==> src/logic/rv_secure_pkg.sv <==
/*
 * Shared widths, word types and integrity status for the secure core wrapper.
 * Register words use an extended Hamming code, 32 data bits plus 7 check bits.
 */
package rv_secure_pkg;

  ////////////////////
  // Widths
  ////////////////////

  localparam int unsigned NumRegs  = 32;
  localparam int unsigned RegAddrW = 5;
  localparam int unsigned DataW    = 32;
  localparam int unsigned EccW     = 7;
  localparam int unsigned CodeW    = DataW + EccW;

  // Hamming check bits, the overall parity bit excluded
  localparam int unsigned HamW     = EccW - 1;

  ////////////////////
  // Code layout
  ////////////////////

  // Data in [31:0], c0..c5 in [37:32], overall parity on top
  localparam int unsigned CheckLsb  = DataW;
  localparam int unsigned CheckMsb  = DataW + HamW - 1;
  localparam int unsigned ParityBit = CodeW - 1;

  // Highest Hamming position, positions run from 1
  localparam int unsigned HamMaxPos = CodeW - 1;

  ////////////////////
  // Types
  ////////////////////

  typedef logic [RegAddrW-1:0] rf_addr_t;
  typedef logic [CodeW-1:0]    rf_word_t;
  typedef logic [HamW-1:0]     syndrome_t;

  typedef enum logic [1:0] {
    EccOk     = 2'd0,
    EccSingle = 2'd1,
    EccDouble = 2'd2
  } ecc_status_e;

endpackage

==> src/logic/core_sleep_ctrl.sv <==
/*
 * Core sleep control. Holds the sticky fetch enable and the registered busy
 * flag and combines them with the wake sources into the clock enable.
 */
`timescale 1ns/1ps

module core_sleep_ctrl (
  input  logic clk_i,
  input  logic rst_ni,
  input  logic fetch_enable_i,
  input  logic core_busy_i,
  input  logic debug_req_i,
  input  logic irq_pending_i,
  input  logic irq_nm_i,
  output logic clock_en_o,
  output logic core_sleep_o
);

  logic fetch_enable_q;
  logic core_busy_q;
  logic wake;

  // Fetch enable latches once and holds until reset
  always_ff @(posedge clk_i or negedge rst_ni) begin
    if (!rst_ni) begin
      fetch_enable_q <= 1'b0;
    end else if (fetch_enable_i) begin
      fetch_enable_q <= 1'b1;
    end
  end

  always_ff @(posedge clk_i or negedge rst_ni) begin
    if (!rst_ni) begin
      core_busy_q <= 1'b0;
    end else begin
      core_busy_q <= core_busy_i;
    end
  end

  // Any of these keeps the core awake
  assign wake = core_busy_q | debug_req_i | irq_pending_i | irq_nm_i;

  assign clock_en_o   = fetch_enable_q & wake;
  assign core_sleep_o = ~clock_en_o;

endmodule

==> src/logic/regfile_ff.sv <==
/*
 * Flip-flop register file of 32 integrity-coded words.
 * Two combinational read ports, one write port qualified by the clock enable.
 */
`timescale 1ns/1ps

module regfile_ff (
  input  logic                    clk_i,
  input  logic                    rst_ni,
  input  rv_secure_pkg::rf_addr_t raddr_a_i,
  output rv_secure_pkg::rf_word_t rdata_a_o,
  input  rv_secure_pkg::rf_addr_t raddr_b_i,
  output rv_secure_pkg::rf_word_t rdata_b_o,
  input  rv_secure_pkg::rf_addr_t waddr_i,
  input  rv_secure_pkg::rf_word_t wdata_i,
  input  logic                    we_i,
  input  logic                    clock_en_i
);

  rv_secure_pkg::rf_word_t [rv_secure_pkg::NumRegs-1:0] rf_reg;
  rv_secure_pkg::rf_word_t [rv_secure_pkg::NumRegs-1:1] rf_reg_q;
  logic [rv_secure_pkg::NumRegs-1:1] we_dec;
  logic                              wr_en;

  // Stands in for the gated clock of the core
  assign wr_en = we_i & clock_en_i;

  always_comb begin
    for (int unsigned i = 1; i < rv_secure_pkg::NumRegs; i++) begin
      we_dec[i] = wr_en & (waddr_i == rv_secure_pkg::rf_addr_t'(i));
    end
  end

  ////////////////////
  // Storage
  ////////////////////

  // x0 has no flops
  for (genvar i = 1; i < rv_secure_pkg::NumRegs; i++) begin : gen_rf_flops
    always_ff @(posedge clk_i or negedge rst_ni) begin
      if (!rst_ni) begin
        rf_reg_q[i] <= '0;
      end else if (we_dec[i]) begin
        rf_reg_q[i] <= wdata_i;
      end
    end
  end

  // All-zero word is a valid codeword, so x0 passes the checker
  assign rf_reg = {rf_reg_q, rv_secure_pkg::rf_word_t'('0)};

  ////////////////////
  // Read ports
  ////////////////////

  assign rdata_a_o = rf_reg[raddr_a_i];
  assign rdata_b_o = rf_reg[raddr_b_i];

endmodule

==> src/logic/secded_dec.sv <==
/*
 * Extended Hamming check of one register word. Rebuilds the syndrome and the
 * overall parity and classifies the word as clean, single or double error.
 */
`timescale 1ns/1ps

module secded_dec (
  input  rv_secure_pkg::rf_word_t    word_i,
  output rv_secure_pkg::ecc_status_e status_o
);

  // Check bit k covers every Hamming position with bit k set
  function automatic rv_secure_pkg::syndrome_t calc_checks(
    logic [rv_secure_pkg::DataW-1:0] data
  );
    rv_secure_pkg::syndrome_t chk;
    int unsigned              d;
    chk = '0;
    d   = 0;
    for (int unsigned pos = 1; pos <= rv_secure_pkg::HamMaxPos; pos++) begin
      // Powers of two hold check bits, skip them
      if ((pos & (pos - 1)) != 0) begin
        for (int unsigned k = 0; k < rv_secure_pkg::HamW; k++) begin
          if (pos[k]) begin
            chk[k] = chk[k] ^ data[d];
          end
        end
        d++;
      end
    end
    return chk;
  endfunction

  rv_secure_pkg::syndrome_t syndrome;
  logic                     parity_err;

  assign syndrome = calc_checks(word_i[rv_secure_pkg::DataW-1:0]) ^
                    word_i[rv_secure_pkg::CheckMsb:rv_secure_pkg::CheckLsb];

  // Whole word including the parity bit XORs to zero when clean
  assign parity_err = ^word_i;

  always_comb begin
    if (parity_err) begin
      // Odd number of flips, treated as one
      status_o = rv_secure_pkg::EccSingle;
    end else if (syndrome != '0) begin
      status_o = rv_secure_pkg::EccDouble;
    end else begin
      status_o = rv_secure_pkg::EccOk;
    end
  end

endmodule

==> src/logic/rf_integrity_monitor.sv <==
/*
 * Integrity monitor on both register file read ports.
 * Single errors raise the minor alert, double errors the major alert.
 */
`timescale 1ns/1ps

module rf_integrity_monitor (
  input  logic                    clk_i,
  input  logic                    rst_ni,
  input  rv_secure_pkg::rf_word_t rdata_a_i,
  input  rv_secure_pkg::rf_word_t rdata_b_i,
  output logic                    alert_minor_o,
  output logic                    alert_major_o
);

  rv_secure_pkg::ecc_status_e status_a;
  rv_secure_pkg::ecc_status_e status_b;
  logic                       major_d;
  logic                       minor_d;

  secded_dec u_dec_a (
    .word_i   (rdata_a_i),
    .status_o (status_a)
  );

  secded_dec u_dec_b (
    .word_i   (rdata_b_i),
    .status_o (status_b)
  );

  // Major wins over minor across ports
  assign major_d = (status_a == rv_secure_pkg::EccDouble) |
                   (status_b == rv_secure_pkg::EccDouble);
  assign minor_d = ~major_d &
                   ((status_a == rv_secure_pkg::EccSingle) |
                    (status_b == rv_secure_pkg::EccSingle));

  ////////////////////
  // Alert flops
  ////////////////////

  always_ff @(posedge clk_i or negedge rst_ni) begin
    if (!rst_ni) begin
      alert_minor_o <= 1'b0;
      alert_major_o <= 1'b0;
    end else begin
      alert_minor_o <= minor_d;
      alert_major_o <= major_d;
    end
  end

endmodule

==> src/logic/rv_secure_top.sv <==
/*
 * Secure core wrapper without the core. Sleep control, integrity-coded
 * register file and the read port integrity monitor.
 */
`timescale 1ns/1ps

module rv_secure_top (
  input  logic                    clk_i,
  input  logic                    rst_ni,

  // Core control and wake sources
  input  logic                    fetch_enable_i,
  input  logic                    core_busy_i,
  input  logic                    debug_req_i,
  input  logic                    irq_pending_i,
  input  logic                    irq_nm_i,

  // Register file ports, words arrive already encoded
  input  rv_secure_pkg::rf_addr_t rf_raddr_a_i,
  input  rv_secure_pkg::rf_addr_t rf_raddr_b_i,
  input  rv_secure_pkg::rf_addr_t rf_waddr_i,
  input  rv_secure_pkg::rf_word_t rf_wdata_i,
  input  logic                    rf_we_i,
  output rv_secure_pkg::rf_word_t rf_rdata_a_o,
  output rv_secure_pkg::rf_word_t rf_rdata_b_o,

  // Status
  output logic                    core_sleep_o,
  output logic                    alert_minor_o,
  output logic                    alert_major_o
);

  logic clock_en;

  ////////////////////
  // Sleep control
  ////////////////////

  core_sleep_ctrl u_sleep_ctrl (
    .clk_i          (clk_i),
    .rst_ni         (rst_ni),
    .fetch_enable_i (fetch_enable_i),
    .core_busy_i    (core_busy_i),
    .debug_req_i    (debug_req_i),
    .irq_pending_i  (irq_pending_i),
    .irq_nm_i       (irq_nm_i),
    .clock_en_o     (clock_en),
    .core_sleep_o   (core_sleep_o)
  );

  ////////////////////
  // Register file
  ////////////////////

  regfile_ff u_regfile (
    .clk_i      (clk_i),
    .rst_ni     (rst_ni),
    .raddr_a_i  (rf_raddr_a_i),
    .rdata_a_o  (rf_rdata_a_o),
    .raddr_b_i  (rf_raddr_b_i),
    .rdata_b_o  (rf_rdata_b_o),
    .waddr_i    (rf_waddr_i),
    .wdata_i    (rf_wdata_i),
    .we_i       (rf_we_i),
    .clock_en_i (clock_en)
  );

  ////////////////////
  // Integrity alerts
  ////////////////////

  // Watches the same words the read ports return
  rf_integrity_monitor u_monitor (
    .clk_i         (clk_i),
    .rst_ni        (rst_ni),
    .rdata_a_i     (rf_rdata_a_o),
    .rdata_b_i     (rf_rdata_b_o),
    .alert_minor_o (alert_minor_o),
    .alert_major_o (alert_major_o)
  );

endmodule

==> config.mk <==
export PLATFORM = sky130hd
export DESIGN_NAME = rv_secure_top
export DESIGN_NICKNAME = d
export VERILOG_FILES = /design/src/logic/rv_secure_pkg.sv /design/src/logic/core_sleep_ctrl.sv /design/src/logic/regfile_ff.sv /design/src/logic/secded_dec.sv /design/src/logic/rf_integrity_monitor.sv /design/src/logic/rv_secure_top.sv
export SDC_FILE = /design/constraint.sdc
export NUM_CORES = 2
export LEC_CHECK = 0
export BUFFER_PORTS_ARGS = -buffer_cell sky130_fd_sc_hd__buf_2
export CORE_ASPECT_RATIO = 1.1
export CORE_MARGIN = 2
export CORE_UTILIZATION = 32
export CTS_BUF_LIST = sky130_fd_sc_hd__clkbuf_16
export DETAILED_ROUTE_END_ITERATION = 16
export SLEW_MARGIN = 10
export SYNTH_ARGS = -nofsm -noshare
export SYNTH_HDL_FRONTEND = slang
export SYNTH_HIERARCHICAL = 1
export SYNTH_SLANG_ARGS = --single-unit
==> constraint.sdc <==
create_clock -name clk_i -period 3.2 [get_ports clk_i]
set_input_delay 0.16 -clock clk_i [delete_from_list [all_inputs] [get_ports clk_i]]
set_output_delay 0.16 -clock clk_i [all_outputs]
set_load 0.005 [all_outputs]
# Word level (Yosys, flattened, before mapping)
# Index checks and enable logic that the tools add are counted.
dict set report classes {
  magnitude_cmp 2
  muxes 8
  n_reduce_logical 4
  multipliers 0
  n_addsub 0
  n_eq_ne 35
  bitwise_logic 211
  n_shift 0
  n_div 0
}
# operator count
set op_table {}
lappend op_table {{binary-select mux 39 bit (select 5 bit)} 2}
lappend op_table {{XOR 1 bit} 168}
lappend op_table {{equality test 5 bit (second input constant)} 16}
lappend op_table {{2-to-1 mux 39 bit} 2}
lappend op_table {{XOR reduction 39 bit} 2}
lappend op_table {{equality test 5 x 4 -> 1 bit (second input constant)} 8}
lappend op_table {{AND 1 bit} 34}
lappend op_table {{equality test 5 x 3 -> 1 bit (second input constant)} 4}
lappend op_table {{< comparator 5 x 6 -> 1 bit (second input constant)} 2}
lappend op_table {{nonzero test 6 bit} 2}
lappend op_table {{XOR 6 bit} 2}
lappend op_table {{equality test 5 x 2 -> 1 bit (second input constant)} 2}
lappend op_table {{2-to-1 mux 2 bit} 4}
lappend op_table {{equality test 5 x 1 -> 1 bit (second input constant)} 1}
lappend op_table {{bitwise OR 1 bit} 5}
lappend op_table {{equality test 2 x 1 -> 1 bit (second input constant)} 2}
lappend op_table {{equality test 2 bit (second input constant)} 2}
lappend op_table {{NOT 1 bit} 2}
dict set report totals {
  ramBits 0
  memories 0
  register_bits 1213
  latchBits 0
  word_cells 295
  rom_bits 0
}

# Depth between registers and ports, before layout
dict set report logic_depth {
  word_depth 27
  depth_mapped 16
  ltp_nobuf 12
}

# Cells and area by module
# Netlist, hierarchy kept.
# mod cells_per_inst seq_area_each_um2 area_each_um2 n_inst
set modules_own_cells {}
lappend modules_own_cells {regfile_ff 4424 30254.0 64799.6 1}
lappend modules_own_cells {secded_dec 66 0.0 767.0 2}
lappend modules_own_cells {rf_integrity_monitor 8 50.0 91.3 1}
lappend modules_own_cells {core_sleep_ctrl 5 50.0 76.3 1}

# Worst setup path after synthesis
# No wires, ideal clock.
dict set report synth_timing {
  kind {input port to flip-flop}
  from {in rf_raddr_b_i[0]}
  to {reg u_monitor.alert_minor_o}
  arrival_time_ps 3821
  path_stages 16
  setup_slack_ps -748
  t_required_ps 3074
  n_path_buf 5
  cell_sequence {buf_4 -> buf_6 -> buf_4 -> buf_2 -> buf_2 -> a22o_1 -> a211oi_1 -> o31ai_1 -> xor2_2 -> xnor3_2 -> xnor2_2 -> xnor3_1 -> xor2_1 -> a41oi_2 -> and3b_1 -> a311o_1}
}
dict set report synth_via {
  elab_cells_between_ends 97
  cone_classes {2 x eq/ne; 4 x mux; 89 x bitwise; 2 x reduce/logical}
}
# element line
set synth_rtl {}
lappend synth_rtl {{from (decl)} rv_secure_top.sv:20} ;# input rv_secure_pkg::rf_addr_t rf_raddr_b_i,
lappend synth_rtl {{binary-select mux 39 bit (select 5 bit) *} regfile_ff.sv:57} ;# assign rdata_b_o = rf_reg[raddr_b_i];
lappend synth_rtl {{2-to-1 mux 39 bit (implied by the code) *} regfile_ff.sv:57}
lappend synth_rtl {{via rf_rdata_b_o[17]} rv_secure_top.sv:25} ;# output rv_secure_pkg::rf_word_t rf_rdata_b_o,
lappend synth_rtl {{XOR reduction 39 bit *} secded_dec.sv:41} ;# assign parity_err = ^word_i;
lappend synth_rtl {{via u_monitor.u_dec_b.parity_err} secded_dec.sv:35} ;# logic parity_err;
lappend synth_rtl {{2-to-1 mux 2 bit *} secded_dec.sv:44} ;# if (parity_err) begin
lappend synth_rtl {{via u_monitor.status_b[1]} rf_integrity_monitor.sv:17} ;# rv_secure_pkg::ecc_status_e status_b;
lappend synth_rtl {{equality test 2 bit} rf_integrity_monitor.sv:33} ;# (status_b == rv_secure_pkg::EccDouble);
lappend synth_rtl {{bitwise OR 1 bit} rf_integrity_monitor.sv:32} ;# assign major_d = (status_a == rv_secure_pkg::EccDouble) |
lappend synth_rtl {{NOT 1 bit} rf_integrity_monitor.sv:34} ;# assign minor_d = ~major_d &
lappend synth_rtl {{AND 1 bit *} rf_integrity_monitor.sv:34}
lappend synth_rtl {{via u_monitor.minor_d} rf_integrity_monitor.sv:19} ;# logic minor_d;
lappend synth_rtl {{to (signal assigned)} rf_integrity_monitor.sv:47} ;# alert_minor_o <= minor_d;
lappend synth_rtl {{to (decl)} rf_integrity_monitor.sv:12} ;# output logic alert_minor_o,
# The timed path passes the listed nets; every way through them passes the cells marked *. The select of a mux whose other input is x is not followed.
# A chain may end at the register's enable or synchronous reset.

# Final worst setup path
dict set report layout_timing {
  from {reg u_regfile.rf_reg_q, in the netlist u_regfile/rf_reg[118]}
  to {reg u_monitor.alert_minor_o}
}
dict set report layout_via {
  elab_cells_between_ends 90
  cone_classes {4 x eq/ne; 8 x mux; 74 x bitwise; 4 x reduce/logical}
}
# element line
set layout_rtl {}
lappend layout_rtl {{from (decl)} regfile_ff.sv:21} ;# rv_secure_pkg::rf_word_t [rv_secure_pkg::NumRegs-1:1] rf_reg_q;
lappend layout_rtl {{from (signal, indexed assignment)} regfile_ff.sv:44} ;# rf_reg_q[i] <= wdata_i;
lappend layout_rtl {{binary-select mux 39 bit (select 5 bit) *} regfile_ff.sv:56} ;# assign rdata_a_o = rf_reg[raddr_a_i];
lappend layout_rtl {{2-to-1 mux 39 bit (implied by the code) *} regfile_ff.sv:56}
lappend layout_rtl {{XOR reduction 39 bit *} secded_dec.sv:41}
lappend layout_rtl {{2-to-1 mux 2 bit *} secded_dec.sv:44}
lappend layout_rtl {{via u_monitor.status_a[0]} rf_integrity_monitor.sv:16} ;# rv_secure_pkg::ecc_status_e status_a;
lappend layout_rtl {{equality test 2 bit} rf_integrity_monitor.sv:32}
lappend layout_rtl {{bitwise OR 1 bit} rf_integrity_monitor.sv:32}
lappend layout_rtl {{NOT 1 bit} rf_integrity_monitor.sv:34}
lappend layout_rtl {{AND 1 bit *} rf_integrity_monitor.sv:34}
lappend layout_rtl {{via u_monitor.minor_d} rf_integrity_monitor.sv:19}
# Marks and branches as above.

==> impl_metrics.ini <==
[hold_path]
min_to = u_regfile/rf_reg[394]$_DFFE_PN0P_
min_from = rf_wdata_i[4]
hold_depth = 2
hp-class = input port to flip-flop

[cells_and_area]
stdcell_area_um2 = 83500
layout-drive-gt1-share_pct = 59.0
syn_to_final_growth_pct = 25.5
layout.nets = 5481
final_common_cell = mux2_2
nFillCells = 19200
largest_reg_flops = 1209
post-route-util_pct = 40.4
final_cell_mix = mux2_2 (1287), dfrtp_1 (1213), buf_4 (880)

[synth]
syn_area_um2 = 66500
synth_top_area_share_pct = 45.6
ys_seq_area_share_pct = 45.6
yosysWarningCount = 6
syn_inst = 4569
ys_seq_elements = 1213
syn_avg_cell_area_um2 = 14.6
ys_types = 41
synth.net_count = 4631
synth_edf_count = 0
yosys.area.top_type = dfrtp_1
async_flop_share_pct = 100
synth_area_leaders = dfrtp_1 (46%), mux2_2 (22%), mux4_2 (16%)
synthFlopType = dfrtp_1

[detailed_routing]
wl_per_cell_um = 30.4
antenna_left = 0
routed_wl_mm = 252
via_per_inst = 5.70
drt_pass1_iterations = 13
drcViolationCount = 10
drt_iter0_markers = 3984
num_vias = 47200

[global_route]
grt_use_total_pct = 23.6
grt_max_degree = 116
grt_overflow_total = 0
grt_first_pass_wirelength_mm = 361
grt_pass1_vias = 49900
antenna_found_initial = 12

[setup_path]
worstSetupEndpointType = flip-flop
cp.arrival_ns = 4.57
reg2reg_slack_ns = -0.70
r2r_end = u_monitor/alert_minor_o$_DFF_PN0_
r2r_cells = 15
critical_path_class = flip-flop to flip-flop
r2r_start = u_regfile/rf_reg[118]$_DFFE_PN0P_
cp_max_fo = 4
startpoint_type = flip-flop
worstPathRequired_ns = 3.87

[clocking]
cts_made_buffers = 144
path_clk_slew_ns = 0.06
htreeDepth = 4
cts_buffer_depth = 3
clock_latency_ns = 0.80
tritoncts = done
clkSinkCount = 1213
cts_root_buf = clkbuf_16

[die]
die_x_um = 439
rows = 175
coreArea_um2 = 207000
die_area_um2 = 211000
die_h_um = 482
boundaryPins = 143
initial_core_util_pct = 32.2

[timing]
finalSetupViolCount = 2
fin_crit_ns = 3.90
tightest_slew_ns = 0.920
finalCritPeriodShare_pct = 122
maxSlewViolCount = 0
worst_slack_ns = -0.701
max_slew_margin_pct = 38.3
clock.fmax_mhz = 256
rsz0062_at_grt = true
hold_viol_final = 0
fin_worst_skew_ns = 0.0194

[placement]
io_buffers = 142
dpl_cell_area_um2 = 78300
dp_hpwl_mm = 166
place_congestion = 0.892

[power]
p_comb_share_pct = 32.3
p_clk_share_pct = 29.6
ir_worst_vdd_uv = 708
power.density_nw_per_um2 = 640
switching_share_pct = 30.1
switchingPower_w = 0.0161
p_leak_nw = 37.4
p_int_w = 0.0373
pwr-share-seq_pct = 38.1

[status]
violations = DRC, setup timing
status = complete, but fails checks

[run]
maxCapViolations = 0
cells in the mapped netlist (all sizes together) (2+ instances only):
master  instances
dfrtp        1213
inv             2
nor3            2
o22ai          78
a211oi         78
xor2           16
nand3           8
and2           41
buf           294
nand2          90
xnor2          86
and3b           2
nor2b          10
nor2           25
o31ai          78
and3           40
mux2i         195
xnor3          22
a22o          234
nor3b           3
o21ai          79
mux2         1287
clkbuf        206
mux4          468
a41oi           2
nand2b          5
what timing repair did:
item / in CTS / in global routing
pin swaps: 3 / 17
gates resized for setup: 22 / 31
hold buffers: 39 / 0
endpoints found under the setup margin: 3 / 3
hold endpoints to repair: 1841 / 0
setup buffers: 2 / 5
worst max path at each step:
stage,start,to,slack (ns),cells after the start
2_1_floorplan,rf_raddr_b_i[0],u_monitor/alert_minor_o$_DFF_PN0_,-0.44,15
3_3_place_gp,rf_raddr_b_i[0],u_monitor/alert_minor_o$_DFF_PN0_,-1.32,16
3_5_place_dp,rf_raddr_b_i[0],u_monitor/alert_minor_o$_DFF_PN0_,-1.26,16
4_1_cts,u_regfile/rf_reg[1168]$_DFFE_PN0P_,u_monitor/alert_minor_o$_DFF_PN0_,-0.64,13
5_1_grt,u_regfile/rf_reg[1101]$_DFFE_PN0P_,u_monitor/alert_minor_o$_DFF_PN0_,-0.80,13
6_report,u_regfile/rf_reg[118]$_DFFE_PN0P_,u_monitor/alert_minor_o$_DFF_PN0_,-0.70,15
worst max-delay path, cell delays in order, from the launching register on:
cell and delay (ns):
dfrtp_1 0.39, buf_4 0.14, mux2_2 0.26, a22o_1 0.19
a211oi_1 0.31, buf_4 0.17, o31ai_2 0.05, buf_4 0.17
xnor2_4 0.24, xnor3_2 0.41, xnor2_2 0.22, xnor3_1 0.47
xor2_2 0.22, a41oi_2 0.19, inv_1 0.08, a311o_1 0.27
metrics by stage:
stage / setup TNS, ns / hold slack [ns] / setup WS (ns) / cells / total power [W]
final: -1.20 / 0.0507 / -0.701 / 8275 / 0.0534
after global routing: -1.41 / 0.0489 / -0.800 / 8272 / 0.0557
after CTS: -1.06 / 0.00119 / -0.643 / 8267 / 0.0534
after detailed placement: -2.19 / 0.185 / -1.26 / 7971 / 0.0373
after global placement: -2.29 / 0.177 / -1.32 / 7971 / 0.0369
after floorplan: -0.545 / -0.136 / -0.444 / 4569 / 0.0305
cell families after synthesis:
kind of cell    count (synthesis)  synth area share, %
mux                          1950                 40.6
flops                        1213                 45.6
xor+xnor                      124                 2.21
buf+inv                       503                 3.59
compound gates                552                 6.27
simple gates                  227                 1.72
power groups by stage:
| stage | Sequential (W) | Clock [W] | Combinational [W] |
|---|---|---|---|
| after floorplan | 0.0199 | 0 | 0.0106 |
| after global placement | 0.0204 | 0 | 0.0165 |
| after detailed placement | 0.0205 | 0 | 0.0167 |
| after CTS | 0.0203 | 0.0161 | 0.0170 |
| after global routing | 0.0207 | 0.0167 | 0.0183 |
| final | 0.0204 | 0.0158 | 0.0172 |
cell type report:
cell class / count / area [um^2] / share of cell area, %
Sequential cell: 1213 / 30400 / 36.4
Antenna cell: 4 / 10.0 / 0.0120
Timing Repair Buffer: 1204 / 10700 / 12.8
Tap cell: 2743 / 3430 / 4.11
Clock inverter: 109 / 806 / 0.965
Inverter: 3 / 13.8 / 0.0165
Multi-Input combinational cell: 2853 / 34500 / 41.3
Clock buffer: 146 / 3650 / 4.38
layer usage:
layer / global-route usage [%] / up-vias / wire [um]
li1: - / 19400 / -
met1: 29.0 / 25100 / 98100
met2: 39.1 / 2017 / 121000
met3: 3.76 / 659 / 15100
met4: 14.4 / 8 / 17700
met5: 0 / - / 55
(Power assumes the default switching activity.)
